--- config.mk ---
export PLATFORM = sky130hd
export DESIGN_NAME = tune_recorder_top
export DESIGN_NICKNAME = d
export VERILOG_FILES = /design/src/rtl/tune_pkg.sv /design/src/rtl/recorder_ctrl.sv /design/src/rtl/note_slot.sv /design/src/rtl/preset_slot.sv /design/src/rtl/slot_bank.sv /design/src/rtl/tune_recorder_top.sv
export SDC_FILE = /design/constraint.sdc
export NUM_CORES = 1
export LEC_CHECK = 0
export ABC_AREA = 1
export BUFFER_PORTS_ARGS = -buffer_cell sky130_fd_sc_hd__buf_2
export CAP_MARGIN = 25
export CORE_MARGIN = 2
export CORE_UTILIZATION = 55
export DETAILED_ROUTE_END_ITERATION = 12
export PLACE_DENSITY = 0.83
export SYNTH_ARGS = -nofsm -noshare
export SYNTH_HDL_FRONTEND = slang
export SYNTH_SLANG_ARGS = --single-unit
--- constraint.sdc ---
create_clock -name clk -period 2.5 [get_ports clk]
set_clock_uncertainty 0.05 [all_clocks]
set_input_delay 0.125 -clock clk [delete_from_list [all_inputs] [get_ports clk]]
set_output_delay 0.125 -clock clk [all_outputs]
set_load 0.02 [all_outputs]
--- src/rtl/tune_pkg.sv ---
`default_nettype none

package tune_pkg;

    // recorder mode, shared by the controller and the top level
    typedef enum logic [1:0] {
        MODE_IDLE   = 2'd0,
        MODE_RECORD = 2'd1,
        MODE_PLAY   = 2'd2
    } mode_e;

    // width of one note code
    localparam int NOTE_WIDTH_DEFAULT = 8;

    // notes held by a single slot
    localparam int SLOT_DEPTH_DEFAULT = 16;

    // total slots, presets included
    localparam int NUM_SLOTS_DEFAULT = 9;

    // the lowest slots are fixed preset tunes
    localparam int PRESET_COUNT_DEFAULT = 5;

endpackage

`default_nettype wire

--- src/rtl/recorder_ctrl.sv ---
`default_nettype none
`timescale 1ns/1ns

module recorder_ctrl (
    input  wire             clk,
    input  wire             rst_n,
    input  wire             rec_btn,
    input  wire             stop_btn,
    input  wire             cancel_btn,
    input  wire             play_btn,
    input  wire             note_strobe,
    input  wire             note_tick,
    input  wire             note_valid,   // from the selected slot
    output tune_pkg::mode_e mode,
    output logic            write_en,
    output logic            read_en,
    output logic            read_rst,
    output logic            save,
    output logic            discard
);

    logic in_record;
    logic in_play;

    assign in_record = (mode == tune_pkg::MODE_RECORD);
    assign in_play   = (mode == tune_pkg::MODE_PLAY);

    // notes only reach the bank while recording
    assign write_en = note_strobe & in_record;

    // the first play cycle rewinds the pointer, so ticks are held off there
    assign read_en = note_tick & in_play & ~read_rst;

    always_ff @(posedge clk) begin
        if (!rst_n) begin
            mode     <= tune_pkg::MODE_IDLE;
            save     <= 1'b0;
            discard  <= 1'b0;
            read_rst <= 1'b0;
        end else begin
            save     <= 1'b0;                            // all strobes last one cycle
            discard  <= 1'b0;
            read_rst <= 1'b0;
            case (mode)
                tune_pkg::MODE_IDLE: begin
                    if (rec_btn) begin
                        mode <= tune_pkg::MODE_RECORD;
                    end else if (play_btn) begin
                        mode     <= tune_pkg::MODE_PLAY;
                        read_rst <= 1'b1;
                    end
                end
                tune_pkg::MODE_RECORD: begin
                    if (stop_btn) begin
                        mode <= tune_pkg::MODE_IDLE;
                        save <= 1'b1;                    // keep the tune
                    end else if (cancel_btn) begin
                        mode    <= tune_pkg::MODE_IDLE;
                        discard <= 1'b1;                 // throw the take away
                    end
                end
                tune_pkg::MODE_PLAY: begin
                    // note_valid still shows the old pointer during read_rst
                    if (!read_rst && (stop_btn || !note_valid)) begin
                        mode <= tune_pkg::MODE_IDLE;
                    end
                end
                default: begin
                    mode <= tune_pkg::MODE_IDLE;
                end
            endcase
        end
    end

    // a take is either kept or dropped, never both
    a_save_discard_excl: assert property (
        @(posedge clk) disable iff (!rst_n)
        !(save && discard)
    ) else $error("save and discard asserted together");

endmodule

`default_nettype wire

--- src/rtl/note_slot.sv ---
`default_nettype none
`timescale 1ns/1ns

module note_slot #(
    parameter int   NOTE_WIDTH = tune_pkg::NOTE_WIDTH_DEFAULT,
    parameter int   SLOT_DEPTH = tune_pkg::SLOT_DEPTH_DEFAULT,
    localparam int  LEN_W      = $clog2(SLOT_DEPTH + 1)
) (
    input  wire                   clk,
    input  wire                   rst_n,        // per-slot clear from the bank
    input  wire                   write_en,
    input  wire                   read_en,
    input  wire                   read_rst,
    input  wire  [NOTE_WIDTH-1:0] note_in,
    output logic [NOTE_WIDTH-1:0] note_out,
    output logic                  note_valid,
    output logic [LEN_W-1:0]      tune_length
);

    localparam int ADDR_W = (SLOT_DEPTH > 1) ? $clog2(SLOT_DEPTH) : 1;
    localparam logic [LEN_W-1:0] DEPTH_L = LEN_W'(SLOT_DEPTH);

    logic [NOTE_WIDTH-1:0] notes [SLOT_DEPTH];
    logic [LEN_W-1:0]      rd_ptr;
    logic                  slot_full;

    assign slot_full = (tune_length == DEPTH_L);

    // the memory keeps stale notes after a clear, the length hides them
    always_ff @(posedge clk) begin
        if (rst_n && write_en && !slot_full) begin
            notes[tune_length[ADDR_W-1:0]] <= note_in;
        end
    end

    always_ff @(posedge clk) begin
        if (!rst_n) begin
            tune_length <= '0;
        end else if (write_en && !slot_full) begin
            tune_length <= tune_length + 1'b1;           // extra notes are dropped
        end
    end

    always_ff @(posedge clk) begin
        if (!rst_n) begin
            rd_ptr <= '0;
        end else if (read_rst) begin
            rd_ptr <= '0;
        end else if (read_en && note_valid) begin
            rd_ptr <= rd_ptr + 1'b1;                     // parks one past the last note
        end
    end

    assign note_valid = (rd_ptr < tune_length);

    // past the end the index wraps, but note_valid is low there anyway
    assign note_out = notes[rd_ptr[ADDR_W-1:0]];

    a_length_bound: assert property (
        @(posedge clk) disable iff (!rst_n)
        tune_length <= DEPTH_L
    ) else $error("tune length %0d beyond slot depth", tune_length);

endmodule

`default_nettype wire

--- src/rtl/preset_slot.sv ---
`default_nettype none
`timescale 1ns/1ns

module preset_slot #(
    parameter int   NOTE_WIDTH = tune_pkg::NOTE_WIDTH_DEFAULT,
    parameter int   SLOT_DEPTH = tune_pkg::SLOT_DEPTH_DEFAULT,
    parameter int   PRESET_ID  = 0,
    localparam int  LEN_W      = $clog2(SLOT_DEPTH + 1)
) (
    input  wire                   clk,
    input  wire                   rst_n,       // only rewinds, the tune is fixed
    input  wire                   read_en,
    input  wire                   read_rst,
    output logic [NOTE_WIDTH-1:0] note_out,
    output logic                  note_valid,
    output logic [LEN_W-1:0]      tune_length
);

    localparam int TUNE_LEN  = PRESET_ID + 4;
    localparam int BASE_NOTE = 16 * (PRESET_ID + 1);

    logic [LEN_W-1:0] rd_ptr;

    // each preset climbs upward from its own base note
    function automatic logic [NOTE_WIDTH-1:0] preset_note(input logic [LEN_W-1:0] idx);
        int code;
        code = BASE_NOTE + int'(idx);
        return NOTE_WIDTH'(code);
    endfunction

    if (TUNE_LEN > SLOT_DEPTH) begin : g_len_check
        $error("preset %0d needs %0d notes, slot depth is %0d",
               PRESET_ID, TUNE_LEN, SLOT_DEPTH);
    end

    assign tune_length = LEN_W'(TUNE_LEN);

    always_ff @(posedge clk) begin
        if (!rst_n) begin
            rd_ptr <= '0;
        end else if (read_rst) begin
            rd_ptr <= '0;
        end else if (read_en && note_valid) begin
            rd_ptr <= rd_ptr + 1'b1;
        end
    end

    assign note_valid = (rd_ptr < tune_length);
    assign note_out   = preset_note(rd_ptr);

endmodule

`default_nettype wire

--- src/rtl/slot_bank.sv ---
`default_nettype none
`timescale 1ns/1ns

module slot_bank #(
    parameter int   NOTE_WIDTH   = tune_pkg::NOTE_WIDTH_DEFAULT,
    parameter int   SLOT_DEPTH   = tune_pkg::SLOT_DEPTH_DEFAULT,
    parameter int   NUM_SLOTS    = tune_pkg::NUM_SLOTS_DEFAULT,
    parameter int   PRESET_COUNT = tune_pkg::PRESET_COUNT_DEFAULT,
    localparam int  IDX_W        = $clog2(NUM_SLOTS),
    localparam int  LEN_W        = $clog2(SLOT_DEPTH + 1)
) (
    input  wire                   clk,
    input  wire                   rst_n,
    input  wire                   write_en,
    input  wire                   read_en,
    input  wire                   read_rst,
    input  wire                   save,
    input  wire                   discard,
    input  wire                   delete_btn,
    input  wire  [IDX_W-1:0]      select,
    input  wire  [NOTE_WIDTH-1:0] note_in,
    output logic [NOTE_WIDTH-1:0] note_out,
    output logic                  note_valid,
    output logic [LEN_W-1:0]      tune_length,
    output logic [NUM_SLOTS-1:0]  slot_status,
    output logic [IDX_W-1:0]      next_slot,
    output logic [IDX_W-1:0]      saved_count,
    output logic                  full_flag
);

    localparam logic [IDX_W-1:0]     FIRST_REC   = IDX_W'(PRESET_COUNT);
    localparam logic [IDX_W-1:0]     LAST_REC    = IDX_W'(NUM_SLOTS - 1);
    localparam logic [IDX_W-1:0]     COUNT_MAX   = IDX_W'(NUM_SLOTS - PRESET_COUNT - 1);
    localparam logic [NUM_SLOTS-1:0] PRESET_MASK = {NUM_SLOTS{1'b1}} >> (NUM_SLOTS - PRESET_COUNT);

    logic [NOTE_WIDTH-1:0] slot_note  [NUM_SLOTS];
    logic                  slot_valid [NUM_SLOTS];
    logic [LEN_W-1:0]      slot_len   [NUM_SLOTS];
    logic [IDX_W-1:0]      next_wrap;
    logic                  sel_ok;
    logic                  sel_rec;

    // the ring only walks the recordable slots
    assign next_wrap = (next_slot == LAST_REC) ? FIRST_REC : next_slot + 1'b1;

    assign sel_ok  = (select <= LAST_REC);
    assign sel_rec = sel_ok && (select >= FIRST_REC);

    for (genvar i = 0; i < NUM_SLOTS; i++) begin : g_slot
        // save empties the slot the ring moves onto, discard the one in use
        wire clr_n = rst_n
                   & ~(save && next_wrap == IDX_W'(i))
                   & ~(discard && next_slot == IDX_W'(i))
                   & ~(delete_btn && select == IDX_W'(i));

        if (i < PRESET_COUNT) begin : g_preset
            preset_slot #(
                .NOTE_WIDTH (NOTE_WIDTH),
                .SLOT_DEPTH (SLOT_DEPTH),
                .PRESET_ID  (i)
            ) u_preset (
                .clk         (clk),
                .rst_n       (clr_n),
                .read_en     (read_en),
                .read_rst    (read_rst),
                .note_out    (slot_note[i]),
                .note_valid  (slot_valid[i]),
                .tune_length (slot_len[i])
            );
        end else begin : g_rec
            wire slot_we = write_en && (next_slot == IDX_W'(i));

            note_slot #(
                .NOTE_WIDTH (NOTE_WIDTH),
                .SLOT_DEPTH (SLOT_DEPTH)
            ) u_note (
                .clk         (clk),
                .rst_n       (clr_n),
                .write_en    (slot_we),
                .read_en     (read_en),
                .read_rst    (read_rst),
                .note_in     (note_in),
                .note_out    (slot_note[i]),
                .note_valid  (slot_valid[i]),
                .tune_length (slot_len[i])
            );
        end
    end

    always_ff @(posedge clk) begin
        if (!rst_n) begin
            next_slot   <= FIRST_REC;
            saved_count <= '0;
            slot_status <= PRESET_MASK;
        end else begin
            if (save) begin
                slot_status[next_slot] <= 1'b1;
                slot_status[next_wrap] <= 1'b0;          // about to be overwritten
                next_slot              <= next_wrap;
                if (!full_flag) begin
                    saved_count <= saved_count + 1'b1;
                end
            end
            // presets keep their mark since their tune survives a delete
            if (delete_btn && sel_rec) begin
                slot_status[select] <= 1'b0;
            end
        end
    end

    assign full_flag = (saved_count == COUNT_MAX);

    // an index past the last slot reads as an empty tune
    assign note_out    = sel_ok ? slot_note[select]  : '0;
    assign note_valid  = sel_ok ? slot_valid[select] : 1'b0;
    assign tune_length = sel_ok ? slot_len[select]   : '0;

    a_next_in_ring: assert property (
        @(posedge clk) disable iff (!rst_n)
        next_slot >= FIRST_REC && next_slot <= LAST_REC
    ) else $error("next slot %0d left the recordable ring", next_slot);

endmodule

`default_nettype wire

--- src/rtl/tune_recorder_top.sv ---
`default_nettype none
`timescale 1ns/1ns

module tune_recorder_top #(
    parameter int   NOTE_WIDTH   = tune_pkg::NOTE_WIDTH_DEFAULT,
    parameter int   SLOT_DEPTH   = tune_pkg::SLOT_DEPTH_DEFAULT,
    parameter int   NUM_SLOTS    = tune_pkg::NUM_SLOTS_DEFAULT,
    parameter int   PRESET_COUNT = tune_pkg::PRESET_COUNT_DEFAULT,
    localparam int  IDX_W        = $clog2(NUM_SLOTS),
    localparam int  LEN_W        = $clog2(SLOT_DEPTH + 1)
) (
    input  wire                   clk,
    input  wire                   rst_n,
    input  wire                   rec_btn,
    input  wire                   stop_btn,
    input  wire                   cancel_btn,
    input  wire                   play_btn,
    input  wire                   delete_btn,
    input  wire                   note_strobe,
    input  wire  [NOTE_WIDTH-1:0] note_in,
    input  wire                   note_tick,     // playback pace, one note per tick
    input  wire  [IDX_W-1:0]      select,
    output tune_pkg::mode_e       mode,
    output logic [NOTE_WIDTH-1:0] note_out,
    output logic                  note_valid,
    output logic [LEN_W-1:0]      tune_length,
    output logic [NUM_SLOTS-1:0]  slot_status,
    output logic [IDX_W-1:0]      next_slot,
    output logic [IDX_W-1:0]      saved_count,
    output logic                  full_flag
);

    logic write_en;
    logic read_en;
    logic read_rst;
    logic save;
    logic discard;

    recorder_ctrl u_ctrl (
        .clk         (clk),
        .rst_n       (rst_n),
        .rec_btn     (rec_btn),
        .stop_btn    (stop_btn),
        .cancel_btn  (cancel_btn),
        .play_btn    (play_btn),
        .note_strobe (note_strobe),
        .note_tick   (note_tick),
        .note_valid  (note_valid),
        .mode        (mode),
        .write_en    (write_en),
        .read_en     (read_en),
        .read_rst    (read_rst),
        .save        (save),
        .discard     (discard)
    );

    slot_bank #(
        .NOTE_WIDTH   (NOTE_WIDTH),
        .SLOT_DEPTH   (SLOT_DEPTH),
        .NUM_SLOTS    (NUM_SLOTS),
        .PRESET_COUNT (PRESET_COUNT)
    ) u_bank (
        .clk         (clk),
        .rst_n       (rst_n),
        .write_en    (write_en),
        .read_en     (read_en),
        .read_rst    (read_rst),
        .save        (save),
        .discard     (discard),
        .delete_btn  (delete_btn),
        .select      (select),
        .note_in     (note_in),
        .note_out    (note_out),
        .note_valid  (note_valid),
        .tune_length (tune_length),
        .slot_status (slot_status),
        .next_slot   (next_slot),
        .saved_count (saved_count),
        .full_flag   (full_flag)
    );

endmodule

`default_nettype wire

* Yosys cells after proc, flatten, opt, wreduce, memory -nomap -nowiden
Memory sizes are Yosys's and may differ from the RTL's. A register that Yosys moved wholly into a read port is not among the register bits.
Index checks and enable logic that the tools add are counted.
Widths: inputs -> output; s select.
** Word-level totals
- Flip-flop bits (word level) :: 87
- Bits in latches :: 0
- Memory bits (writable) :: 512
- Bits in read-only memories :: 0
- Memories :: 4
** Memory list
- u_bank.g_slot[5].g_rec.u_note.notes :: words 16, width 8, read ports 1, clocked after Yosys merged registers in 1, write ports 1, line note_slot.sv:23 : logic [NOTE_WIDTH-1:0] notes [SLOT_DEPTH];
- u_bank.g_slot[6].g_rec.u_note.notes :: words 16, width 8, read ports 1, clocked after Yosys merged registers in 1, write ports 1, line note_slot.sv:23
- u_bank.g_slot[7].g_rec.u_note.notes :: words 16, width 8, read ports 1, clocked after Yosys merged registers in 1, write ports 1, line note_slot.sv:23
- u_bank.g_slot[8].g_rec.u_note.notes :: words 16, width 8, read ports 1, clocked after Yosys merged registers in 1, write ports 1, line note_slot.sv:23
** Cells by class
- Add/sub/neg operators :: 20
- Multipliers :: 0
- Div/mod/pow operators :: 0
- Order comparisons :: 18
- Eq/ne operators :: 34
- Shift operators :: 0
- Mux-type cells :: 47
- Bitwise logic cells :: 77
- Reduce and logical (&&, ||, !) cells :: 83
** Operators with widths (count)
- $add 5x1->5 const B :: 13
- $logic_and 1x1->1 :: 58
- $eq 4x3->1 const B :: 12
- $not 1->1 :: 41
- $mux 4 :: 9
- $bmux 8 s4 :: 1
- $and 1x1->1 :: 30
- $eq 4x2->1 const B :: 7
- $mux 9 :: 3
- $mux 8 :: 3
- $bmux 5 s4 :: 1
- $eq 5x5->1 const B :: 4
- $lt 5x3->1 const B :: 4
- $lt 5x5->1 :: 4
- $and 9x9->9 :: 2
- $not 9->9 :: 2
- $reduce_or 2->1 :: 9
- $mux 1 :: 17
- $add 7x5->8 const A :: 2
- $lt 4x5->1 const B :: 3
- $mux 5 :: 3
- $add 6x5->7 const A :: 2
- $demux 1 s4 :: 3
- $eq 4x1->1 const B :: 3
- 24 further kinds :: 43

* Longest topological paths before layout
- Depth in word-level cells :: 12
- Depth in mapped cells :: 14
- Mapped depth without buffers :: 13

* Cells and area by module
Synthesis repeated with hierarchy kept, for this count alone.
** Unflattened totals
- Cells, all modules :: 2823
- Area, all modules :: 28563.6 um^2
** Modules (own cells, without submodules)
- note_slot at u_bank.g_slot[5].g_rec.u_note ... :: times used 2, cells each 546, area each 6184.7 um^2
- note_slot at u_bank.g_slot[7].g_rec.u_note ... :: times used 2, cells each 546, area each 6175.9 um^2
- slot_bank :: times used 1, cells each 403, area each 2104.5 um^2
- preset_slot at u_bank.g_slot[3].g_preset.u_preset :: times used 1, cells each 43, area each 316.6 um^2
- preset_slot at u_bank.g_slot[1].g_preset.u_preset :: times used 1, cells each 42, area each 315.3 um^2
- preset_slot at u_bank.g_slot[2].g_preset.u_preset :: times used 1, cells each 40, area each 307.8 um^2
- preset_slot at u_bank.g_slot[4].g_preset.u_preset :: times used 1, cells each 40, area each 297.8 um^2
- preset_slot at u_bank.g_slot[0].g_preset.u_preset :: times used 1, cells each 41, area each 289.0 um^2
- recorder_ctrl :: times used 1, cells each 30, area each 211.5 um^2

* Least setup slack after synthesis
Ideal clock, no wire load.
- Path type :: register to register
- Start point :: register u_bank.next_slot[0]
- End point :: memory u_bank.g_slot[8].g_rec.u_note.notes[15][0] (netlist name) (enable)
- Arrival time :: 2.286 ns
- Path slack :: -0.231 ns
- Stages on the path, launching flop included :: 11
- Buffers on the path :: 0
- Path through :: dfxtp_1 -> inv_1 -> ha_1 -> nand3_2 -> nand3_2 -> o21ai_2 -> nand3_1 -> nand2_1 -> nor2_4 -> inv_4 -> nor4_1
** Between the ends
- Longest elaborated chain between the ends :: 12
** RTL lines
- from (decl) :: line slot_bank.sv:26 : output logic [IDX_W-1:0] next_slot,
- from (signal assigned) :: line slot_bank.sv:99 : next_slot <= next_wrap;
- $add 4x1->4 / $eq 4x4->1 (equally long branches) :: line slot_bank.sv:44, slot_bank.sv:53, slot_bank.sv:71
- $mux 4 :: line slot_bank.sv:44 : assign next_wrap = (next_slot == LAST_REC) ? FIRST_REC : next_slot + 1'b1;
- $eq 4x4->1 :: line slot_bank.sv:52 : & ~(save && next_wrap == IDX_W'(i))
- $logic_and 1x1->1 :: line slot_bank.sv:52
- $not 1->1 :: line slot_bank.sv:52
- $and 1x1->1 :: line slot_bank.sv:52
- $and 1x1->1 :: line slot_bank.sv:53 : & ~(discard && next_slot == IDX_W'(i))
- $and 1x1->1 :: line slot_bank.sv:54 : & ~(delete_btn && select == IDX_W'(i));
- $logic_and 1x1->1 (*) (2 in a row) :: line note_slot.sv:31 : if (rst_n && write_en && !slot_full) begin
- $mux 1 (*) :: line note_slot.sv:31
- $mux 1 (not written as such) (*) :: line note_slot.sv:32 : notes[tune_length[ADDR_W-1:0]] <= note_in;
- to (decl) :: line note_slot.sv:23
Every way passes the cells marked *; elsewhere a longest branch is shown, timed or not.

==> summary.md <==
| Metric | Value |
|---|---|
| Status | finished with violations |
| Failing checks | setup timing |
| Synth cell types | 54 |
| Share of layout cells above drive strength 1 | 0.2130 |
| Power density cells | 673.7 mW/mm^2 |
| Min-Delay Endpoint | u_bank.g_slot[7].g_rec.u_note.notes[8][7] |
| DRC | 0 |
| Die width | 221.9 um |
| Clock slew at reported path FFs | 0.07 ns |
| # diodes | 0 |
| R2R Path Start | u_bank.next_slot[0] |
| Reg2reg end | u_bank.g_slot[7].g_rec.u_note.notes[4][5] |
| Nets@finish | 2,613 |
| Boundary Pins | 55 |
| Clk root buf | clkbuf_16 |
| Gr ovfl total | 0 |
| WP data arrival | 2.63 ns |
| Met2 WL | 34.75 mm |
| Main synth FF type | edfxtp_1 |
| H-tree Lvls | 2 |
| Std-Cell Rows | 79 |
| Full die area | 0.04923 mm^2 |
| Cells after DPL | 3,040 |
| Worst slack at placement | 0.002728 ns |
| Crit. End Element | output pin |
| GP Congestion | 0.9603 |
| Met1 Wirelength | 28.00 mm |
| Vias | 20.24k |
| Count of mapped cells out of synthesis | 2,341 |
| Critical-path maximum fanout | 7 |
| Worst EP required | 2.33 ns |
| Vias in the first global route | 19.69k |
| DR WL met3 | 8.345 mm |
| Reg2reg path depth | 12 |
| F_max | 356.9 MHz |
| Endpoints failing hold | 0 |
| Final setup violating endpoints | 9 |
| Yosys warning count | 0 |
| Initial antenna violation count | 0 |
| Commonest non-fill, non-tap cells in the layout | 512 x edfxtp_1, 429 x nor2_1, 236 x o21ai_0, 221 x nand2_1, 131 x buf_4 |
| Leakage | 11.13 nW |
| Die extent in y | 221.9 um |
| Sequential share of the synthesized area | 0.6679 |
| Post-Layout Cell Count | 3,198 |
| Gr usage total | 0.2924 |
| DP HPWL | 44.05 mm |
| Final Cycle Share | 1.121 |
| CTS tree | done |
| Slew Limit Headroom | 0.5186 |
| WS Path Type | reg -> out |
| Clock Tree Buf Depth | 3 |
| Area growth syn-to-layout | 20.67% |
| Slew Limit Fails | 0 |
| Post-synth EDFFs | 512 |
| Drt pass-1 iters | 6 |
| #FFs+latches synth | 615 |
| Synth async-reset ratio | 0 |
| Synth Cell Area | 0.02611 mm^2 |
| Worst hold path stage count | 2 |
| Worst VDD drop | 0.6601 mV |
| Post-Syn Area per Cell | 11.15 um^2 |
| Flop-to-flop setup slack | 0.11 ns |
| Worst-Skew Late Latency | 0.63 ns |
| Post-layout min period | 2.802 ns |
| 1st-iter DRT viols | 2,755 |
| Final TNS setup | -1.826 ns |
| Port bufs | 54 |
| Worst setup margin | -0.3016 ns |
| Top Metal Used | met4 |
| HP Class | in -> reg |
| WL final | 74.89 mm |
| Number of buffers created by CTS | 56 |
| Largest net degree at the start of global routing | 65 |
| Sink Count | 615 |
| Commonest non-fill, non-tap cell in the layout | edfxtp_1 |
| Post-DRT Antenna Nets | 0 |
| Initial core utilization | 0.5596 |
| Startpoint types | flip-flop |
| Least-Margin Pin Slew | 0.7221 ns |
| Vias per std cell | 6.328 |
| Max Cap Violations | 0 |
| WL per Instance | 23.42 um |
| Core area | 0.04665 mm^2 |
| Hold Crit Start | note_in[7] |
| First-pass GRT wire length | 110.9 mm |
| Synth Net Count | 2,411 |
| RSZ-0062 raised after global routing | true |
-- power by group --
part | leakage (nW) | internal, mW | switching [mW]
combinational | 4.69 | 0.173 | 0.475
clock | 0.996 | 5.63 | 3.85
sequential | 5.45 | 11.1 | 0.0209
-- cell usage after synthesis, drive strengths merged, types with 18 or more instances --
library cell | instances | share of area
edfxtp | 512 | 0.59
nor2 | 470 | 0.072
o21ai | 307 | 0.059
nand2 | 254 | 0.040
inv | 124 | 0.018
nand3 | 106 | 0.022
dfxtp | 103 | 0.079
clkbuf | 83 | 0.012
a21oi | 66 | 0.013
o211ai | 54 | 0.016
o22ai | 54 | 0.013
ha | 49 | 0.023
nand4 | 22 | 0.0078
o221ai | 21 | 0.0070
buf | 20 | 0.0035
nor3b | 18 | 0.0054
-- registers in the layout (all words and copies together), names as in the netlist, named ones only --
name / flops
u_bank.g_slot.g_rec.u_note.notes: 512
u_bank.g_slot.g_preset.u_preset.rd_ptr: 25
u_bank.g_slot.g_rec.u_note.rd_ptr: 20
u_bank.g_slot.g_rec.u_note.tune_length: 20
u_bank.slot_status: 9
u_bank.next_slot: 4
u_bank.saved_count: 4
u_ctrl.mode: 2
u_ctrl.discard: 1
u_ctrl.read_rst: 1
u_ctrl.save: 1
-- worst max-delay path by stage --
stage	from	to	slack [ns]	cells past startpoint
2_1_floorplan	u_bank.next_slot[0]	u_bank.g_slot[7].g_rec.u_note.notes[12][0]	-0.13	13
3_3_place_gp	u_bank.next_slot[1]	u_bank.g_slot[6].g_rec.u_note.notes[12][2]	0.12	14
3_5_place_dp	u_bank.next_slot[1]	u_bank.g_slot[6].g_rec.u_note.notes[2][3]	0.003	13
4_1_cts	flip-flop	note_out[7]	-0.17	10
5_1_grt	flip-flop	note_out[4]	-0.31	12
6_report	flip-flop	note_out[4]	-0.30	11
-- critical path, stage by stage, from the launching register on --
cell	delay, ns
dfxtp_4	0.40
buf_12	0.15
clkbuf_16	0.16
o21ai_0	0.28
o21ai_1	0.15
nand2_1	0.11
nand3_1	0.13
nand3_1	0.17
nand4_1	0.11
nand2_1	0.08
nand2_2	0.09
buf_4	0.17
-- per-layer routing --
layer / vias to the layer above / track usage
met4: 0 / 0.1321
met5: - / 0
met1: 9606 / 0.3868
li1: 8792 / -
met2: 1528 / 0.4728
met3: 311 / 0.05579
-- stage by stage --
step / total power, mW / area, um^2 / hold WS [ns] / util
after floorplan: 11.55 / 26130 / 0.1531 / -
after global placement: 11.90 / 28010 / 0.2735 / 0.6004
after detailed placement: 11.91 / 28010 / 0.2726 / 0.6004
after global routing: 21.66 / 31510 / 0.01237 / 0.6753
final: 21.23 / 31510 / 0.01211 / 0.6753
after CTS: 21.16 / 30890 / 0.004713 / 0.6620
-- layout make-up --
type	instances	area, um^2
sequential	615	17500
clock inverter	38	513.0
multi-input combinational	1493	8315
fill	3013	15150
timing repair buffer	247	2344
inverter	130	530.5
tap	607	759.5
clock buffer	68	1539
-- logic make-up after synthesis --
family	share of synthesized area
buffers and inverters	0.03441
AND/OR/NAND/NOR	0.1557
adder cells (fa/ha/maj)	0.02348
XOR/XNOR	0.003690
AO/OA/AOI/OAI	0.1148
flip-flops	0.6679
-- what timing repair did --
action / in CTS / in global routing
hold buffers: 14 / 0
endpoints found under the hold margin: 66 / 0
pin swaps: 34 / 48
gates cloned: 9 / 2
setup buffers: 7 / 20
setup endpoints to repair: 17 / 515
gates resized for setup: 161 / 131
Note: power is estimated with default switching activity, not from simulation.
